### config.mk
export PLATFORM = sky130hd
export DESIGN_NAME = bicubic_vert_interp
export DESIGN_NICKNAME = d
export VERILOG_FILES = /design/src/upsample_pkg.sv /design/src/bicubic_vert_interp.sv
export SDC_FILE = /design/constraint.sdc
export NUM_CORES = 2
export LEC_CHECK = 0
export BUFFER_PORTS_ARGS = -buffer_cell sky130_fd_sc_hd__clkbuf_2
export CORE_MARGIN = 2
export CORE_UTILIZATION = 33
export DETAILED_ROUTE_END_ITERATION = 7
export PLACE_DENSITY = 0.52
export SLEW_MARGIN = 5
export SYNTH_ARGS = -nofsm -noshare
export SYNTH_HDL_FRONTEND = slang
export SYNTH_SLANG_ARGS = --single-unit
export TNS_END_PERCENT = 50
### constraint.sdc
create_clock -name vclk -period 25.5
set_clock_uncertainty 0.1 [all_clocks]
set_input_delay 1.275 -clock vclk [all_inputs]
set_output_delay 1.275 -clock vclk [all_outputs]
set_load 0.02 [all_outputs]
### src/upsample_pkg.sv
// bicubic upsampler shared types, weight sets and phase encoding
`default_nettype none

package upsample_pkg;

    localparam int PIX_W      = 8;
    localparam int COEF_W     = 12;
    localparam int ACC_W      = 32;
    localparam int FRAC_SHIFT = 22;
    localparam int PIX_MAX    = (1 << PIX_W) - 1;

    // vertical phase, listed in stepping order
    typedef enum logic [1:0] {
        PH_5_8 = 2'd0,
        PH_7_8 = 2'd1,
        PH_1_8 = 2'd2,
        PH_3_8 = 2'd3
    } phase_t;

    typedef logic [PIX_W-1:0]         pixel_t;
    typedef logic signed [COEF_W-1:0] coef_t;
    typedef logic signed [ACC_W-1:0]  acc_t;

    // index 0 is the top (or left) tap
    typedef coef_t  [3:0]      coef_set_t;
    typedef coef_set_t [3:0]   coef_bank_t;

    // window[row][col], row 0 on top, col 0 on the left
    typedef pixel_t [3:0][3:0] window_t;
    typedef acc_t   [3:0]      col_sums_t;
    typedef pixel_t [3:0]      pixel_quad_t;

    // weights with 11 fraction bits, each set sums to 2048
    localparam coef_set_t W_5_8 = {coef_t'(-225), coef_t'(1535), coef_t'(873), coef_t'(-135)};
    localparam coef_set_t W_7_8 = {coef_t'(-147), coef_t'(1981), coef_t'(235), coef_t'(-21)};
    localparam coef_set_t W_1_8 = {coef_t'(-21), coef_t'(235), coef_t'(1981), coef_t'(-147)};
    localparam coef_set_t W_3_8 = {coef_t'(-135), coef_t'(873), coef_t'(1535), coef_t'(-225)};

    // output pixel k uses entry k
    localparam coef_bank_t H_WEIGHTS = {W_7_8, W_5_8, W_3_8, W_1_8};

    function automatic coef_set_t phase_weights(phase_t ph);
        case (ph)
            PH_7_8:  return W_7_8;
            PH_1_8:  return W_1_8;
            PH_3_8:  return W_3_8;
            default: return W_5_8;
        endcase
    endfunction

endpackage

`default_nettype wire

### src/bicubic_vert_interp.sv
// vertical bicubic pass, one weighted sum down each window column
`timescale 1ns/1ps
`default_nettype none

module bicubic_vert_interp
    import upsample_pkg::*;
(
    input  window_t   window,
    input  phase_t    phase,
    output col_sums_t sums
);

    coef_set_t weights;

    assign weights = phase_weights(phase);

    always_comb begin
        acc_t acc;
        acc_t pix_ext;
        acc_t coef_ext;

        for (int c = 0; c < 4; c++) begin
            acc = '0;
            // top tap pairs with row 0
            for (int r = 0; r < 4; r++) begin
                pix_ext  = acc_t'({{(ACC_W - PIX_W){1'b0}}, window[r][c]});
                coef_ext = acc_t'(weights[r]);
                acc      = acc + coef_ext * pix_ext;
            end
            sums[c] = acc;
        end
    end

endmodule

`default_nettype wire

* Word level (Yosys, flattened, before mapping)
Index checks and enable logic that the tools add are counted.
** Word-level totals
- Output and inout bits :: 128
- Word-level logic and storage cells :: 32
- Register bits after elaboration :: 0
- Bits of input ports :: 130
** Cells by class
- Equal/unequal tests :: 3
- Multiplexer cells :: 1
- Add/subtract/negate cells :: 12
- Multipliers :: 16
** Operators by type and width (count)
- 12-bit by 9-bit multiplier with 21-bit output :: 12
- 44-bit one-hot mux with 3 select lines :: 1
- 23-bit by 18-bit adder with 24-bit output :: 4
- 22-bit by 21-bit adder with 23-bit output :: 4
- 21-bit by 21-bit adder with 22-bit output :: 4
- 9-bit by 9-bit multiplier with 18-bit output :: 4
- 2-bit == test (second input constant) :: 2
- 2-bit by 1-bit == test with 1-bit output (second input constant) :: 1

* Logic depth before layout (Yosys ltp)
- Word-level depth :: 6
- Gate-level depth with buffers :: 32
- Gate-level depth less buffers :: 27

* Worst setup path before layout
OpenSTA, ideal clock, no wires.
- Kind :: in2out
- Start point :: input port phase[1]
- End point :: output port sums[24] in the netlist's numbering
- Cell stages on the path :: 26
- Path buffers :: 4
- Setup slack :: 14.784 ns
- Data arrival time :: 9.341 ns
- Required time :: 24.125 ns
- Cell sequence :: inv_2 > clkbuf_1 > ha_1 > clkbuf_1 > clkbuf_1 > nor2_1 > fa_1 > inv_1 > fa_1 > fa_1 > inv_1 > fa_1 > fa_1 > fa_1 > fa_1 > inv_1 > fa_1 > inv_1 > ha_1 > o21ai_0 > a21oi_1 > a211oi_2 > nor4_1 > nor4_1 > a311oi_1 > buf_4
** RTL lines
- start: declaration :: RTL line bicubic_vert_interp.sv:9 : input phase_t phase,
- end: declaration :: RTL line bicubic_vert_interp.sv:10 : output col_sums_t sums

==> impl_metrics.csv <==
group,metric,value,unit
timing,finalHoldViolCount,0,
timing,setup_tns_final,0,ns
worst_setup_path,worst_ep_arrival_time,11.15,ns
timing,rsz0062_at_grt,"false",
placed_design,place_area,51960,um2
worst_setup_path,crit_start,"phase[1]",
floorplan,num_rows,140,
clock_network,post-cts-setup-buffers,0,
grt,antenna_violations_before_repair,23,
worst_setup_path,highest_cell_delay_on_the_worst_timing_path,0.77,ns
timing,maximum_achievable_frequency,79.87,MHz
worst_setup_path,setup.worst_path.end_class,"primary output",
synth,multiplexer_fraction_of_the_synthesized_cell_area,0.02055,%
drt,drc,0,
synth,adder_cell_area_share_of_the_yosys_netlist,71.19,%
grt,grt_pass1_wl,205.8,mm
flow_run,max_cap_violations,0,
synth,synth.yosys.warnings,0,
synth,synth_top_family_by_area,"adder cells",
grt,grt_start_max_net_pins,65,
synth,netlist_top_cells_area,"fa_1 (56%), ha_1 (15%), inv_1 (14%)",
synth,synth-simple-area-share,9.169,%
synth,synth.top_cell.area_share,55.91,%
synth,yosysSeqAreaShare,0,%
grt,residual_overflow_from_global_routing,0,
synth,synth_cell_types,70,
synth,synth-xor-area-share,1.223,%
timing,drv_slew,0,
layout,final_cells,7123,
layout,numSequentialCells,0,
synth,synth_nets,7134,
drt,route.vias.total,32220,
timing,finalSetupViolations,0,
clock_network,cts.repair.resized,0,
drt,drt-wirelength-per-cell,17.71,um
synth,netlist.top_cell.by_area,"fa_1",
floorplan,floorplan.die_area,150700,um2
floorplan,initial_core_utilization,33.34,%
floorplan,die_x,388.2,um
worst_setup_path,cp.buffers_inverters,8,
synth,compound_gate_fraction_of_synth_area,3.481,%
clock_network,post_cts_hold_buffer_count,0,
floorplan,core-area,146100,um2
worst_setup_path,cp_common_cell,"fa_1",
hold_path,min-delay-start,"window[0]",
hold_path,min_delay_worst_type,"input port to primary output",
worst_setup_path,setup.worst_path.start_class,"input port",
synth,avgSynthCellArea,9.646,um2
drt,via_density,4.524,
worst_setup_path,worstPathMaxFanout,53,
placed_design,routabilityCongestion,0.8764,
timing,whs,3.123,ns
timing,layout_worst_path_cycle_share,49.10,%
worst_setup_path,timing_worst_setup_path_type,"input port to primary output",
drt,number_of_detailed_routing_iterations_run_before_antenna_repair,7,
grt,grt_pass1_vias,36220,
outcome,run_status,"completed",
placed_design,dp_hpwl,113.4,mm
placed_design,dp.cells,7115,
synth,post_synth_inst_count,5049,
layout,finalInstanceArea,51980,um2
worst_setup_path,critical_path.slowest_cell,"buf_4",
timing,timing.max_slew.rel_slack,31.94,%
worst_setup_path,crit_family,"adder cells",
floorplan,die_height,388.2,um
layout,num-nets-final,7285,
timing,final.min_clock_period,12.52,ns
drt,routed_wl,126.2,mm
drt,drt.antenna.violating_nets,0,
worst_setup_path,required,24.12,ns
drt,drt_iter0_drc,1516,
layout,clock_buffers,0,
hold_path,hold_path_depth,4,
hold_path,min_delay_worst_endpoint,"sums[0]",
floorplan,floorplan.io_pins,258,
layout,register_area,0,um2
synth,post_synth_instance_area,48700,um2
timing,worst_pin_slew,1.021,ns
layout,syn_to_final_growth,6.739,%
placed_design,buffer_ports.inserted,258,
layout,layout-drive-gt1-share,5.733,%
grt,global_route.usage.total,17.57,%
[synth_stat cells, types with 5 or more instances]
master,count
or2_2,6
o21bai_1,14
nand3_1,14
or3_1,5
clkbuf_1,73
o31ai_1,6
buf_1,14
ha_1,595
xnor2_1,54
o21ai_1,8
a211oi_1,12
nand2b_1,116
nand2_1,147
nor2b_1,110
inv_1,1776
xor2_1,14
and2_1,126
nor2_1,252
a21oi_1,68
nor4_1,6
o211ai_1,7
fa_1,1360
and3_1,18
a21o_1,32
nor3_1,51
buf_4,32
nand3b_1,7
nand4_1,7
a31oi_1,11
o21ai_0,26
[per-stage QoR]
| step | utilization [%] | setup WS, ns |
|---|---|---|
| 6_report | 35.58 | 12.98 |
| 4_1_cts | 35.57 | 12.86 |
| 2_1_floorplan | - | 14.78 |
| 3_5_place_dp | 35.57 | 12.87 |
| 3_3_place_gp | 35.57 | 13.11 |
| 5_1_grt | 35.58 | 12.45 |
[worst max-delay path by stage]
stage	to	slack (ns)	cells after the start
5_1_grt	sums[25]	12.45	26
3_3_place_gp	sums[24]	13.11	26
3_5_place_dp	sums[26]	12.87	26
2_1_floorplan	sums[24]	14.78	26
4_1_cts	sums[26]	12.86	26
6_report	sums[26]	12.98	26
[placed cells by master, fill, tap and decap left out, drive strengths merged, types with 12 or more instances in the layout]
master	Yosys	final
a211oi	15	15
a21o	32	32
a21oi	68	68
a31oi	12	12
and2	126	126
and3	18	18
buf	50	15
clkbuf	73	257
fa	1360	1360
ha	595	595
inv	1777	1777
nand2	147	147
nand2b	116	116
nand3	14	14
nor2	252	252
nor2b	110	110
nor3	51	51
o21ai	34	34
o21bai	14	14
xnor2	54	54
xor2	14	14
[metal layers]
metal	global-route usage (%)	up-vias	share of wire (%)
met5	0	-	0.13
met4	2.504	28	1.5
met3	1.744	131	4.7
met2	30.37	673	50
met1	24.32	16680	44
li1	-	14710	-
[final cells by class]
cell class	instances	area (um2)
fill	15170	94110
timing repair buffer	272	1399
tap	1917	2399
antenna	8	20.02
inverter	1777	6670
multi-input combinational	3149	41490
[cell families (layout without fill, tap and decap cells)]
| group | Yosys count | in the layout |
|---|---|---|
| buf+inv | 1900 | 2049 |
| compound gates | 245 | 245 |
| fa+ha+maj | 1955 | 1955 |
| other cells | 0 | 8 |
| simple gates | 880 | 880 |
| xor+xnor | 68 | 68 |
| mux | 1 | 1 |
Power is left out: the tool's default activity adds up to more than one toggle a clock period on the data nets, which glitch-free logic cannot reach.
