## config.mk

```make
export PLATFORM = sky130hd
export DESIGN_NAME = bicubic_horiz_interp
export DESIGN_NICKNAME = d
export VERILOG_FILES = /design/src/upsample_pkg.sv /design/src/bicubic_horiz_interp.sv
export SDC_FILE = /design/constraint.sdc
export NUM_CORES = 2
export LEC_CHECK = 0
export ABC_AREA = 1
export BUFFER_PORTS_ARGS = -buffer_cell sky130_fd_sc_hd__buf_2
export CAP_MARGIN = 25
export CORE_MARGIN = 2
export CORE_UTILIZATION = 60
export DETAILED_ROUTE_END_ITERATION = 16
export GPL_ROUTABILITY_DRIVEN = 0
export PLACE_DENSITY = 0.76
export SLEW_MARGIN = 20
export SYNTH_ARGS = -nofsm -noshare
export SYNTH_HDL_FRONTEND = slang
export SYNTH_SLANG_ARGS = --single-unit
export TNS_END_PERCENT = 50
```

## constraint.sdc

```tcl
create_clock -name clk -period 10.2 [get_ports clk]
set_input_delay 0 -clock clk [delete_from_list [all_inputs] [get_ports clk]]
set_output_delay 0 -clock clk [all_outputs]
set_load 0.005 [all_outputs]
```

## src/upsample_pkg.sv

```systemverilog
// bicubic upsampler shared types, weight sets and phase encoding
`default_nettype none

package upsample_pkg;

    localparam int PIX_W      = 8;
    localparam int COEF_W     = 12;
    localparam int ACC_W      = 32;
    localparam int FRAC_SHIFT = 22;
    localparam int PIX_MAX    = (1 << PIX_W) - 1;

    // vertical phase, listed in stepping order
    typedef enum logic [1:0] {
        PH_5_8 = 2'd0,
        PH_7_8 = 2'd1,
        PH_1_8 = 2'd2,
        PH_3_8 = 2'd3
    } phase_t;

    typedef logic [PIX_W-1:0]         pixel_t;
    typedef logic signed [COEF_W-1:0] coef_t;
    typedef logic signed [ACC_W-1:0]  acc_t;

    // index 0 is the top (or left) tap
    typedef coef_t  [3:0]      coef_set_t;
    typedef coef_set_t [3:0]   coef_bank_t;

    // window[row][col], row 0 on top, col 0 on the left
    typedef pixel_t [3:0][3:0] window_t;
    typedef acc_t   [3:0]      col_sums_t;
    typedef pixel_t [3:0]      pixel_quad_t;

    // weights with 11 fraction bits, each set sums to 2048
    localparam coef_set_t W_5_8 = {coef_t'(-225), coef_t'(1535), coef_t'(873), coef_t'(-135)};
    localparam coef_set_t W_7_8 = {coef_t'(-147), coef_t'(1981), coef_t'(235), coef_t'(-21)};
    localparam coef_set_t W_1_8 = {coef_t'(-21), coef_t'(235), coef_t'(1981), coef_t'(-147)};
    localparam coef_set_t W_3_8 = {coef_t'(-135), coef_t'(873), coef_t'(1535), coef_t'(-225)};

    // output pixel k uses entry k
    localparam coef_bank_t H_WEIGHTS = {W_7_8, W_5_8, W_3_8, W_1_8};

    function automatic coef_set_t phase_weights(phase_t ph);
        case (ph)
            PH_7_8:  return W_7_8;
            PH_1_8:  return W_1_8;
            PH_3_8:  return W_3_8;
            default: return W_5_8;
        endcase
    endfunction

endpackage

`default_nettype wire

```

## src/bicubic_horiz_interp.sv

```systemverilog
// horizontal bicubic pass with rescale, clamp and the output register stage
`timescale 1ns/1ps
`default_nettype none

module bicubic_horiz_interp
    import upsample_pkg::*;
(
    input  logic        clk,
    input  logic        rst,
    input  logic        advance,
    input  logic        in_valid,
    input  col_sums_t   in_sums,
    input  phase_t      in_phase,
    output logic        out_valid,
    output pixel_quad_t out_pixels,
    output phase_t      out_phase
);

    acc_t        row_sums [4];
    pixel_quad_t quad;

    // four products per output pixel, column 0 on the first tap
    always_comb begin
        acc_t      acc;
        coef_set_t hw;

        for (int k = 0; k < 4; k++) begin
            hw  = H_WEIGHTS[k];
            acc = '0;
            for (int c = 0; c < 4; c++) begin
                acc = acc + in_sums[c] * acc_t'(hw[c]);
            end
            row_sums[k] = acc;
        end
    end

    // drop both fraction scales and saturate to the pixel range
    always_comb begin
        acc_t scaled;

        for (int k = 0; k < 4; k++) begin
            scaled = row_sums[k] >>> FRAC_SHIFT;
            if (scaled < 0) begin
                quad[k] = '0;
            end else if (scaled > acc_t'(PIX_MAX)) begin
                quad[k] = pixel_t'(PIX_MAX);
            end else begin
                quad[k] = scaled[PIX_W-1:0];
            end
        end
    end

    always_ff @(posedge clk) begin
        if (rst) begin
            out_valid <= 1'b0;
        end else if (advance) begin
            out_valid <= in_valid;
        end
    end

    always_ff @(posedge clk) begin
        if (advance) begin
            out_pixels <= quad;
            out_phase  <= in_phase;
        end
    end

endmodule

`default_nettype wire

```

==> metrics.cfg, run 1 <==
[logic_synthesis]
yosys_warnings = 0
synth-edff-count = 34
synth_area_per_cell_um2 = 9.826
synthCells = 7934
netlist_area_mm2 = 0.07796
yosysMostFrequentCell = inv_1
synth_commonest_cells = inv_1 (3331), fa_1 (2314), ha_1 (889)
seq_area_frac_synth_pct = 1.335
ys_types = 49
yosysTopAreaCellShare_pct = 59.42
yosysTopAreaCell = fa_1
ys_ff_latch = 35
async_flop_share_pct = 0
synth_area_leaders = fa_1 (59%), inv_1 (16%), ha_1 (14%)
synth.net_count = 11270
synth_flop_cell = edfxtp_1

[cts]
cts_resized = 0
clock_path_buffers = 2
cts-root-buf = clkbuf_16
cts_inserted_buffers = 5
clkSinkCount = 35
htreeDepth = 2

[placed_design]
portBuffers = 168
dp_hpwl_um = 244900

[global_routing]
grt.total_usage_pct = 48.41
overflow = 48
grt_pass1_vias = 66350
grt_first_pass_wirelength_um = 453000
grt_max_degree = 36

[status]
stop_stage = global routing (5_1_grt)
firstError = [ERROR GRT-0116] Global routing finished with congestion. Check the congestion regions in the DRC Viewer.
status = did not finish

[floorplanning]
die_y_um = 364.5
start_util_pct = 60.36
ios = 169
die_w_um = 364.5
rows = 132

## stage by stage
stage          cells  worst slack [ps]  utilization (%)  hold WS, ps  area (um2)
3_5_place_dp    9847              2667            62.73        160.1       81020
3_3_place_gp    9847              2771            62.73        156.4       81020
4_1_cts         9859              3001            62.89        372.5       81230
2_1_floorplan   7934              4233                -        72.38       77960
## cell families after synthesis
logic type | synth area share, %
XOR/XNOR | 1.889
AO/OA/AOI/OAI | 2.155
adder cells (fa/ha/maj) | 73.69
multiplexers | 0.01284
flip-flops | 1.335
buffers and inverters | 16.09
AND/OR/NAND/NOR | 4.831
## what timing repair did
item	in CTS
hold buffers	4
buffers inserted	0
hold endpoints to repair	3
## routing by layer
layer / overflow / global-route usage, %
met1: 0 / 52.32
met2: 27 / 65.51
met3: 1 / 27.96
met4: 20 / 45.73
met5: 0 / 3.631
==> inputs of run 2 (changes only) <==
CORE_UTILIZATION = 40   (was 60)
PLACE_DENSITY = unset   (was 0.76)
PLACE_DENSITY_LB_ADDON = 0.15   (was unset)
==> metrics.cfg, run 2 <==
[status]
status = finished, final reports clean

[placed_design]
portBuffers = 168
pre_cts_ws_ps = 2136
dp_hpwl_um = 280400
dp.cells = 10660
placedInstanceArea_mm2 = 0.08209

[logic_synthesis]
synth.net_count = 11270
synth_area_leaders = fa_1 (59%), inv_1 (16%), ha_1 (14%)
synth_flop_cell = edfxtp_1
synthCells = 7934
ys_ff_latch = 35
yosys_warnings = 0
synth_commonest_cells = inv_1 (3331), fa_1 (2314), ha_1 (889)
yosysMostFrequentCell = inv_1
yosysTopAreaCellShare_pct = 59.42
async_flop_share_pct = 0
ys_types = 49
synth_area_per_cell_um2 = 9.826
netlist_area_mm2 = 0.07796
yosysTopAreaCell = fa_1
synth-edff-count = 34
seq_area_frac_synth_pct = 1.335

[drt]
firstDrtPassIters = 8
vias_per_cell = 4.932
wl_um = 304800
ant_nets = 0
drc = 0
vias = 52630
wl_per_cell_um = 28.56
first_iter_violations = 3835

[floorplanning]
ios = 169
rows = 162
start_util_pct = 40.11
die_y_um = 445.5
core-area_mm2 = 0.1944
die_w_um = 445.5
die_area_mm2 = 0.1984

[critical_path]
cp_max_fo = 9
slowest_delay_ps = 630
start_kind = input port
critPathCaptureType = flip-flop
path_class = input port to flip-flop
rr_worst_depth = 3
regToRegEndpoint = out_valid
crit_path_start = in_sums[108]
cp-endpoint = out_pixels[25]
path_common_cell = inv_1
r2r-start = out_valid
r2r_slack_ps = 9060
required_ps = 10280
cp.arrival_ps = 8030
cp_slowest_cell = fa_1

[global_routing]
grt_first_pass_wirelength_um = 436700
grt_busiest_layer = met2
use_met1_pct = 37.30
grt_use_met2_pct = 51.78
grt_max_degree = 21
antenna_found_initial = 12
grt.total_usage_pct = 32.01
overflow = 0
grt_use_met3_pct = 3.558
grt_pass1_vias = 59720

[hold_path]
hold_class = input port to flip-flop

[cts]
cts_inserted_buffers = 5
clk_pin_slew_ps = 70
clock_latency_ps = 330
cts_resized = 0
cts_hold_buf = 4
cts_setup_buffers = 0
cts-root-buf = clkbuf_16
clock_path_buffers = 2
cts_tree = done
clkSinkCount = 35
htreeDepth = 2

[sta]
rsz0062_at_grt = no
setup_tns_ps = 0
finalCritPeriodShare_pct = 77.94
finalMaxSlewViolations = 0
tightest_slew_ps = 976.0
clock_skew_ps = 0
fin_ws_ps = 2251
max_freq_mhz = 125.8
relSlewSlack_pct = 34.93
setup_viol = 0
fin_crit_ps = 7949
hold_viol_final = 0

[finish]
final_area_mm2 = 0.08229
final_nets = 11460
instances_no_fill = 10670
final_common_cell = inv_1
area_delta_synth_final_pct = 5.548
drive_above_1_share_pct = 2.794
largest_register_ffs = 32
fillCellCount = 19300
top_regs = out_pixels (32), out_phase (2), out_valid (1)
layout_common_cells = inv_1 (3331), fa_1 (2314), ha_1 (889)
regMostFlops = out_pixels

[run]
maxCapViolCount = 0

-- run 2: critical path, delay by kind of cell --
kind	cells	cell delay, ps
adder cells (fa/ha/maj)	9	4570
AO/OA/AOI/OAI	3	1050
buffers and inverters	9	1250
AND/OR/NAND/NOR	7	1140
-- run 2: area by class of cell --
class	count	area [um2]	area share, %
clock buffer	6	128.9	0.1566
inverter	3334	12510	15.21
timing repair buffer	189	1021	1.241
tap	2542	3181	3.865
clock inverter	2	12.51	0.01521
sequential	35	1041	1.265
multi-input combinational	4559	64380	78.24
antenna	4	10.01	0.01216
-- run 2: cells by family after synthesis --
logic type                 Yosys count  share of synthesized area (%)
and+or+nand+nor                    896                          4.831
muxes                                1                        0.01284
AOI/OAI and AO/OA                  293                          2.155
xor gates and xnor gates           166                          1.889
adders and majority gates         3203                          73.69
DFF                                 35                          1.335
buffers and inverters             3340                          16.09
-- run 2: how the worst min path moves through the flow --
stage	from	endpoint	slack, ps	cells past startpoint
after floorplan	rst	out_valid	70	1
after global placement	rst	out_valid	160	2
after detailed placement	rst	out_valid	160	2
after CTS	advance	out_phase[1]	200	1
after global routing	advance	out_phase[1]	210	1
final	advance	out_phase[1]	180	1
-- run 2: layer usage --
layer  share of wire [%]  wire, um
met3                 5.0     15340
met5               0.020        60
met4                  12     36740
met2                  47    141900
met1                  36    110700
-- run 2: stage by stage --
stage / util [%] / hold WS, ps
6_report: 42.33 / 184.9
5_1_grt: 42.33 / 214.6
3_5_place_dp: 42.23 / 163.8
3_3_place_gp: 42.22 / 157.1
2_1_floorplan: - / 72.38
4_1_cts: 42.33 / 196.2
Power of run 2 is not shown: default switching activity piles up to over one toggle a cycle in this logic, so the estimate is an artifact.
