==> src/upsample_pkg.sv <==
// bicubic upsampler shared types, weight sets and phase encoding
`default_nettype none

package upsample_pkg;

    localparam int PIX_W      = 8;
    localparam int COEF_W     = 12;
    localparam int ACC_W      = 32;
    localparam int FRAC_SHIFT = 22;
    localparam int PIX_MAX    = (1 << PIX_W) - 1;

    // vertical phase, listed in stepping order
    typedef enum logic [1:0] {
        PH_5_8 = 2'd0,
        PH_7_8 = 2'd1,
        PH_1_8 = 2'd2,
        PH_3_8 = 2'd3
    } phase_t;

    typedef logic [PIX_W-1:0]         pixel_t;
    typedef logic signed [COEF_W-1:0] coef_t;
    typedef logic signed [ACC_W-1:0]  acc_t;

    // index 0 is the top (or left) tap
    typedef coef_t  [3:0]      coef_set_t;
    typedef coef_set_t [3:0]   coef_bank_t;

    // window[row][col], row 0 on top, col 0 on the left
    typedef pixel_t [3:0][3:0] window_t;
    typedef acc_t   [3:0]      col_sums_t;
    typedef pixel_t [3:0]      pixel_quad_t;

    // weights with 11 fraction bits, each set sums to 2048
    localparam coef_set_t W_5_8 = {coef_t'(-225), coef_t'(1535), coef_t'(873), coef_t'(-135)};
    localparam coef_set_t W_7_8 = {coef_t'(-147), coef_t'(1981), coef_t'(235), coef_t'(-21)};
    localparam coef_set_t W_1_8 = {coef_t'(-21), coef_t'(235), coef_t'(1981), coef_t'(-147)};
    localparam coef_set_t W_3_8 = {coef_t'(-135), coef_t'(873), coef_t'(1535), coef_t'(-225)};

    // output pixel k uses entry k
    localparam coef_bank_t H_WEIGHTS = {W_7_8, W_5_8, W_3_8, W_1_8};

    function automatic coef_set_t phase_weights(phase_t ph);
        case (ph)
            PH_7_8:  return W_7_8;
            PH_1_8:  return W_1_8;
            PH_3_8:  return W_3_8;
            default: return W_5_8;
        endcase
    endfunction

endpackage

`default_nettype wire

==> src/upsample_phase_ctrl.sv <==
// phase controller, counts accepted windows across a row and steps the vertical phase
`timescale 1ns/1ps
`default_nettype none

module upsample_phase_ctrl
    import upsample_pkg::*;
#(
    parameter int IMG_WIDTH = 960
) (
    input  logic   clk,
    input  logic   rst,
    input  logic   accept,
    output phase_t phase
);

    localparam int CNT_W = (IMG_WIDTH > 1) ? $clog2(IMG_WIDTH) : 1;
    localparam logic [CNT_W-1:0] CNT_LAST = CNT_W'(IMG_WIDTH - 1);

    logic [CNT_W-1:0] col_cnt;
    logic             row_done;
    phase_t           phase_nxt;

    // last window of the current source row
    assign row_done = accept && (col_cnt == CNT_LAST);

    always_ff @(posedge clk) begin
        if (rst) begin
            col_cnt <= '0;
        end else if (row_done) begin
            col_cnt <= '0;
        end else if (accept) begin
            col_cnt <= col_cnt + 1'b1;
        end
    end

    always_comb begin
        case (phase)
            PH_5_8:  phase_nxt = PH_7_8;
            PH_7_8:  phase_nxt = PH_1_8;
            PH_1_8:  phase_nxt = PH_3_8;
            default: phase_nxt = PH_5_8;
        endcase
    end

    always_ff @(posedge clk) begin
        if (rst) begin
            phase <= PH_5_8;
        end else if (row_done) begin
            phase <= phase_nxt;
        end
    end

endmodule

`default_nettype wire

==> config.mk <==
export PLATFORM = sky130hd
export DESIGN_NAME = upsample_phase_ctrl
export DESIGN_NICKNAME = d
export VERILOG_FILES = /design/src/upsample_pkg.sv /design/src/upsample_phase_ctrl.sv
export SDC_FILE = /design/constraint.sdc
export NUM_CORES = 1
export LEC_CHECK = 0
export ABC_AREA = 0
export BUFFER_PORTS_ARGS = -buffer_cell sky130_fd_sc_hd__clkbuf_2
export CAP_MARGIN = 10
export CORE_AREA = 2 2 39 41
export CTS_BUF_LIST = sky130_fd_sc_hd__clkbuf_8
export DETAILED_ROUTE_END_ITERATION = 10
export DIE_AREA = 0 0 41 43
export GPL_ROUTABILITY_DRIVEN = 0
export GPL_TIMING_DRIVEN = 1
export PLACE_DENSITY = 0.73
export SLEW_MARGIN = 30
export SYNTH_ARGS = -nofsm -noshare
export SYNTH_HDL_FRONTEND = slang
export SYNTH_SLANG_ARGS = --single-unit
==> constraint.sdc <==
create_clock -name clk -period 1.55 [get_ports clk]
set_clock_uncertainty 0.1 [all_clocks]
set_input_delay 0.0775 -clock clk [delete_from_list [all_inputs] [get_ports clk]]
set_output_delay 0.0775 -clock clk [all_outputs]
set_load 0.02 [all_outputs]
==> Word level (Yosys, flattened, before mapping) <==
Cells that the tools add are included.
{ "classes": {"addsub": 1, "multipliers": 0, "div": 0, "magnitude_cmp": 0, "n_eq_ne": 3, "shifts": 0, "muxes": 1, "bitwise_logic": 0, "reduce_logical": 3} }
{ "op_table": {"columns": ["cell", "n"], "rows": [
  ["adder 10 x 1 -> 10 bit, second input constant", 1],
  ["== test 10 bit, second input constant", 1],
  ["one-hot mux 2 bit (3 select lines)", 1],
  ["== test 2 x 1 -> 1 bit, second input constant", 1],
  ["== test 2 bit, second input constant", 1],
  ["logical NOT 2 bit", 1],
  ["OR reduction 2 bit", 1],
  ["logical AND 1 bit", 1]
]} }
{ "totals": {"register_bits": 12, "latch_bits": 0, "ram_bits": 0, "romBits": 0, "inputBits": 3, "output_inout_bits": 2, "mem_count": 0} }

==> Depth between registers and ports, before layout <==
{ "logic_depth": {"depth_word": 3, "mapped_depth": 6} }

==> Worst setup path before layout <==
No wires, ideal clock.
{ "synth_timing": {"path_type": "reg2reg", "from": "reg col_cnt[0]", "to": "reg col_cnt[5]", "setup_ps": 122, "arrival_ps": 1338, "required_ps": 1328, "setup_slack_ps": -10, "path_stages_with_launch": 7, "path_cell_list": "dfxtp_1 -> ha_1 -> nand4_4 -> nor4_4 -> or2_1 -> buf_4 -> a21oi_1"} }
{ "synth_via": {"elab_chain_len": 3, "elab_cells_between_ends": 4, "cone_classes": "1 x add/sub; 1 x eq/ne; 2 x reduce/logical"} }
{ "synth_lines": {"columns": ["element", "line", "source"], "rows": [
  ["start: declaration", "upsample_phase_ctrl.sv:19", "logic [CNT_W-1:0] col_cnt;"],
  ["start signal: assignment", "upsample_phase_ctrl.sv:32", "col_cnt <= col_cnt + 1'b1;"],
  ["parallel branches: the longest is 3 deep, another holds adder 10 x 1 -> 10 bit", null, null]
]} }
Parallel ways; which one is timed is not known.
A chain may end at the register's enable or synchronous reset.

==> Worst setup path after layout <==
{ "layout_timing": {"from": "reg col_cnt[0]", "to": "reg col_cnt[8]"} }
The elaborated chain is that of the path after synthesis.

==> impl_metrics.csv <==
group,metric,value,unit
synth,synth_warnings,0,
placement,dp_hpwl,770,um
cts,path_clk_slew,0.05,ns
placement,pre_cts_ws,0.00698,ns
die,dieArea,0.00176,mm2
power_and_ir_drop,p_leak,0.000281,uW
cells_and_area,drive_gt1_share,30.0,%
synth,yosysTopAreaCell,"dfxtp_1",
synth,ys_seq_elements,12,
setup_path,slowest_delay,0.35,ns
outcome,run_status,"complete, no violations",
setup_path,cp_data_arrival_time,1.50,ns
timing,whs,0.121,ns
route,drt_first_pass_iters,3,
die,rows,14,
global_routing,grt_max_degree,8,
cells_and_area,fill_cells,122,
setup_path,r2r_setup_slack,0.08,ns
cells_and_area,stdcell_area,773,um2
synth,synth_enable_flop_cells,0,
route,wl,1.16,mm
placement,port_buffers,4,
timing,tightest_slew,0.314,ns
synth,synth_cell_types,25,
timing,rsz0062_at_grt,"yes",
cts,cts_tree,"yes",
synth,synthesis.nets,70,
setup_path,cp-start-kind,"flop",
route,vias,519,
global_routing,track_usage,17.4,%
route,wire_per_inst,12.1,um
setup_path,timing_worst_setup_path_type,"flop to flop",
setup_path,end_kind,"flop",
cts,cts_root_buf,"clkbuf_8",
setup_path,slowest_stage,"dfxtp_2",
route,drt_iter0_markers,13,
cts,cts_sinks,12,
placement,place_area,667,um2
cells_and_area,syn_to_final_growth,31.2,%
timing,maxSlewViolCount,0,
timing,fin_ws,0.0791,ns
cts,cts-buffers-inserted,3,
synth,synth.area.top_cells,"dfxtp_1, nor2_1, ha_1",
timing,min_period,1.47,ns
timing,final_hold_viol_count,0,
cells_and_area,multiInputGateArea,343,um2
setup_path,cp_max_fo,4,
die,coreArea,0.00138,mm2
timing,setup_viol_count_final,0,
die,die_y,43,um
global_routing,grt_pass1_wl,2.04,mm
synth,synthTopCellsByCount,"dfxtp_1, nor2_1",
synth,syn_inst,64,
cells_and_area,diodes,0,
synth,ys_async_sr_fraction,0,%
die,io_pins,5,
route,drcViolationCount,0,
global_routing,grt_pass1_vias,509,
synth,synth_top_cell_area_share,40.8,%
cells_and_area,final_nets,87,
synth,ys.flop_type,"dfxtp_1",
setup_path,crit_chain,"ha_4 > nand4_4 > buf_6 > nor3_1 > xnor2_1 > nor2_1",
synth,yosysSeqAreaShare,40.8,%
setup_path,worstPathRequired,1.58,ns
flow_run,max_cap_viol_count,0,
synth,syn_avg_cell_area,9.21,um2
cts,cts_buffer_depth,2,
timing,timing.final.crit_share,94.9,%
cts,clock_latency,0.24,ns
synth,synth_area,589,um2
route,ant_nets,0,
global_routing,antenna_found_initial,0,
global_routing,overflow,0,
timing,max_freq,680,MHz
route,via_per_inst,5.41,
timing,slew_headroom,78.9,%
power_and_ir_drop,power.density,916,mW/mm2
die,start_util,42.6,%
cts,htree_levels,1,
synth,yosysMostFrequentCell,"dfxtp_1",
power_and_ir_drop,max-vdd-ir-drop,0.000730,V
die,die_w,41,um
worst_hold_path,hold_class,"primary input to flop",
cells_and_area,regArea,243,um2
[metrics by stage]
| stage | utilization [%] | power, uW | instances | TNS (ns) |
|---|---|---|---|---|
| final | 55.9 | 708 | 96 | 0 |
| after global routing | 55.9 | 729 | 96 | -0.0170 |
| after CTS | 53.6 | 711 | 93 | 0 |
| after detailed placement | 48.2 | 363 | 88 | 0 |
| after global placement | 48.2 | 362 | 88 | 0 |
| after floorplan | - | 349 | 64 | 0 |
[worst paths after layout]
check / end / cells after the start / startpoint
setup reg to reg: col_cnt[8]$_SDFFE_PP0P_ / 6 / col_cnt[0]$_SDFFE_PP0P_
hold reg to reg: col_cnt[5]$_SDFFE_PP0P_ / 2 / col_cnt[5]$_SDFFE_PP0P_
hold / removal: col_cnt[1]$_SDFFE_PP0P_ / 3 / accept
setup / recovery: col_cnt[8]$_SDFFE_PP0P_ / 6 / col_cnt[0]$_SDFFE_PP0P_
[layout by cell type, fill, tap and decap left out, drive strengths merged, types with 2 or more instances in the layout]
master	count
dfxtp	12
nor2	11
buf	9
clkbuf	8
inv	3
xor2	3
nand2	3
xnor2	3
nand3	3
a21oi	3
nand4	3
ha	3
mux2i	2
nor3	2
o21ai	2
nor4	2
or2	2
[kinds of logic (layout without fill, tap and decap cells)]
group,Yosys count,after routing,share of synthesized area (%)
xor gates and xnor gates,6,6,8.92
muxes,2,2,3.40
adders and majority gates,3,3,6.37
buffers and inverters,5,21,4.03
AOI/OAI and AO/OA,9,9,9.77
and+or+nand+nor,27,27,26.8
DFF,12,12,40.8
[where the power goes]
group / internal [uW] / switching [uW]
registers: 316 / 5.56
logic: 21.6 / 21.7
clock network: 225 / 119
[sequential cells by signal, summed over array words and instances (netlist names)]
register / cells
col_cnt: 10
phase: 2
[metal layers]
metal  wire [um]  global-route usage, %  up-vias  part of all wire (%)
met5           0                      0        -                     0
met2         580                   26.6        7                    50
li1            -                      -      255                     -
met3          19                   3.14        5                   1.6
met1         528                   20.9      252                    45
met4          35                   12.0        0                   3.0
[critical path: cells and delay by family, from the launching register on]
kind                       cells  cell delay [ns]
adders and majority gates      1             0.15
DFF                            1             0.35
and+or+nand+nor                3             0.44
buffers and inverters          1             0.15
xor gates and xnor gates       1             0.17
[area by class of cell]
class / instances / share of cell area (%)
Inverter: 3 / 1.46
Multi-Input combinational cell: 47 / 44.3
Timing Repair Buffer: 14 / 13.1
Clock buffer: 4 / 7.12
Sequential cell: 12 / 31.4
Tap cell: 16 / 2.59
[what timing repair did]
action / CTS / global route
resized for setup: 1 / 2
endpoints found under the setup margin: 1 / 10
hold endpoints to repair: 5 / 0
hold buffers: 1 / 0
pin swaps: 0 / 4
buffers inserted: 0 / 3
No activity file was read; power rests on OpenSTA's default activity.
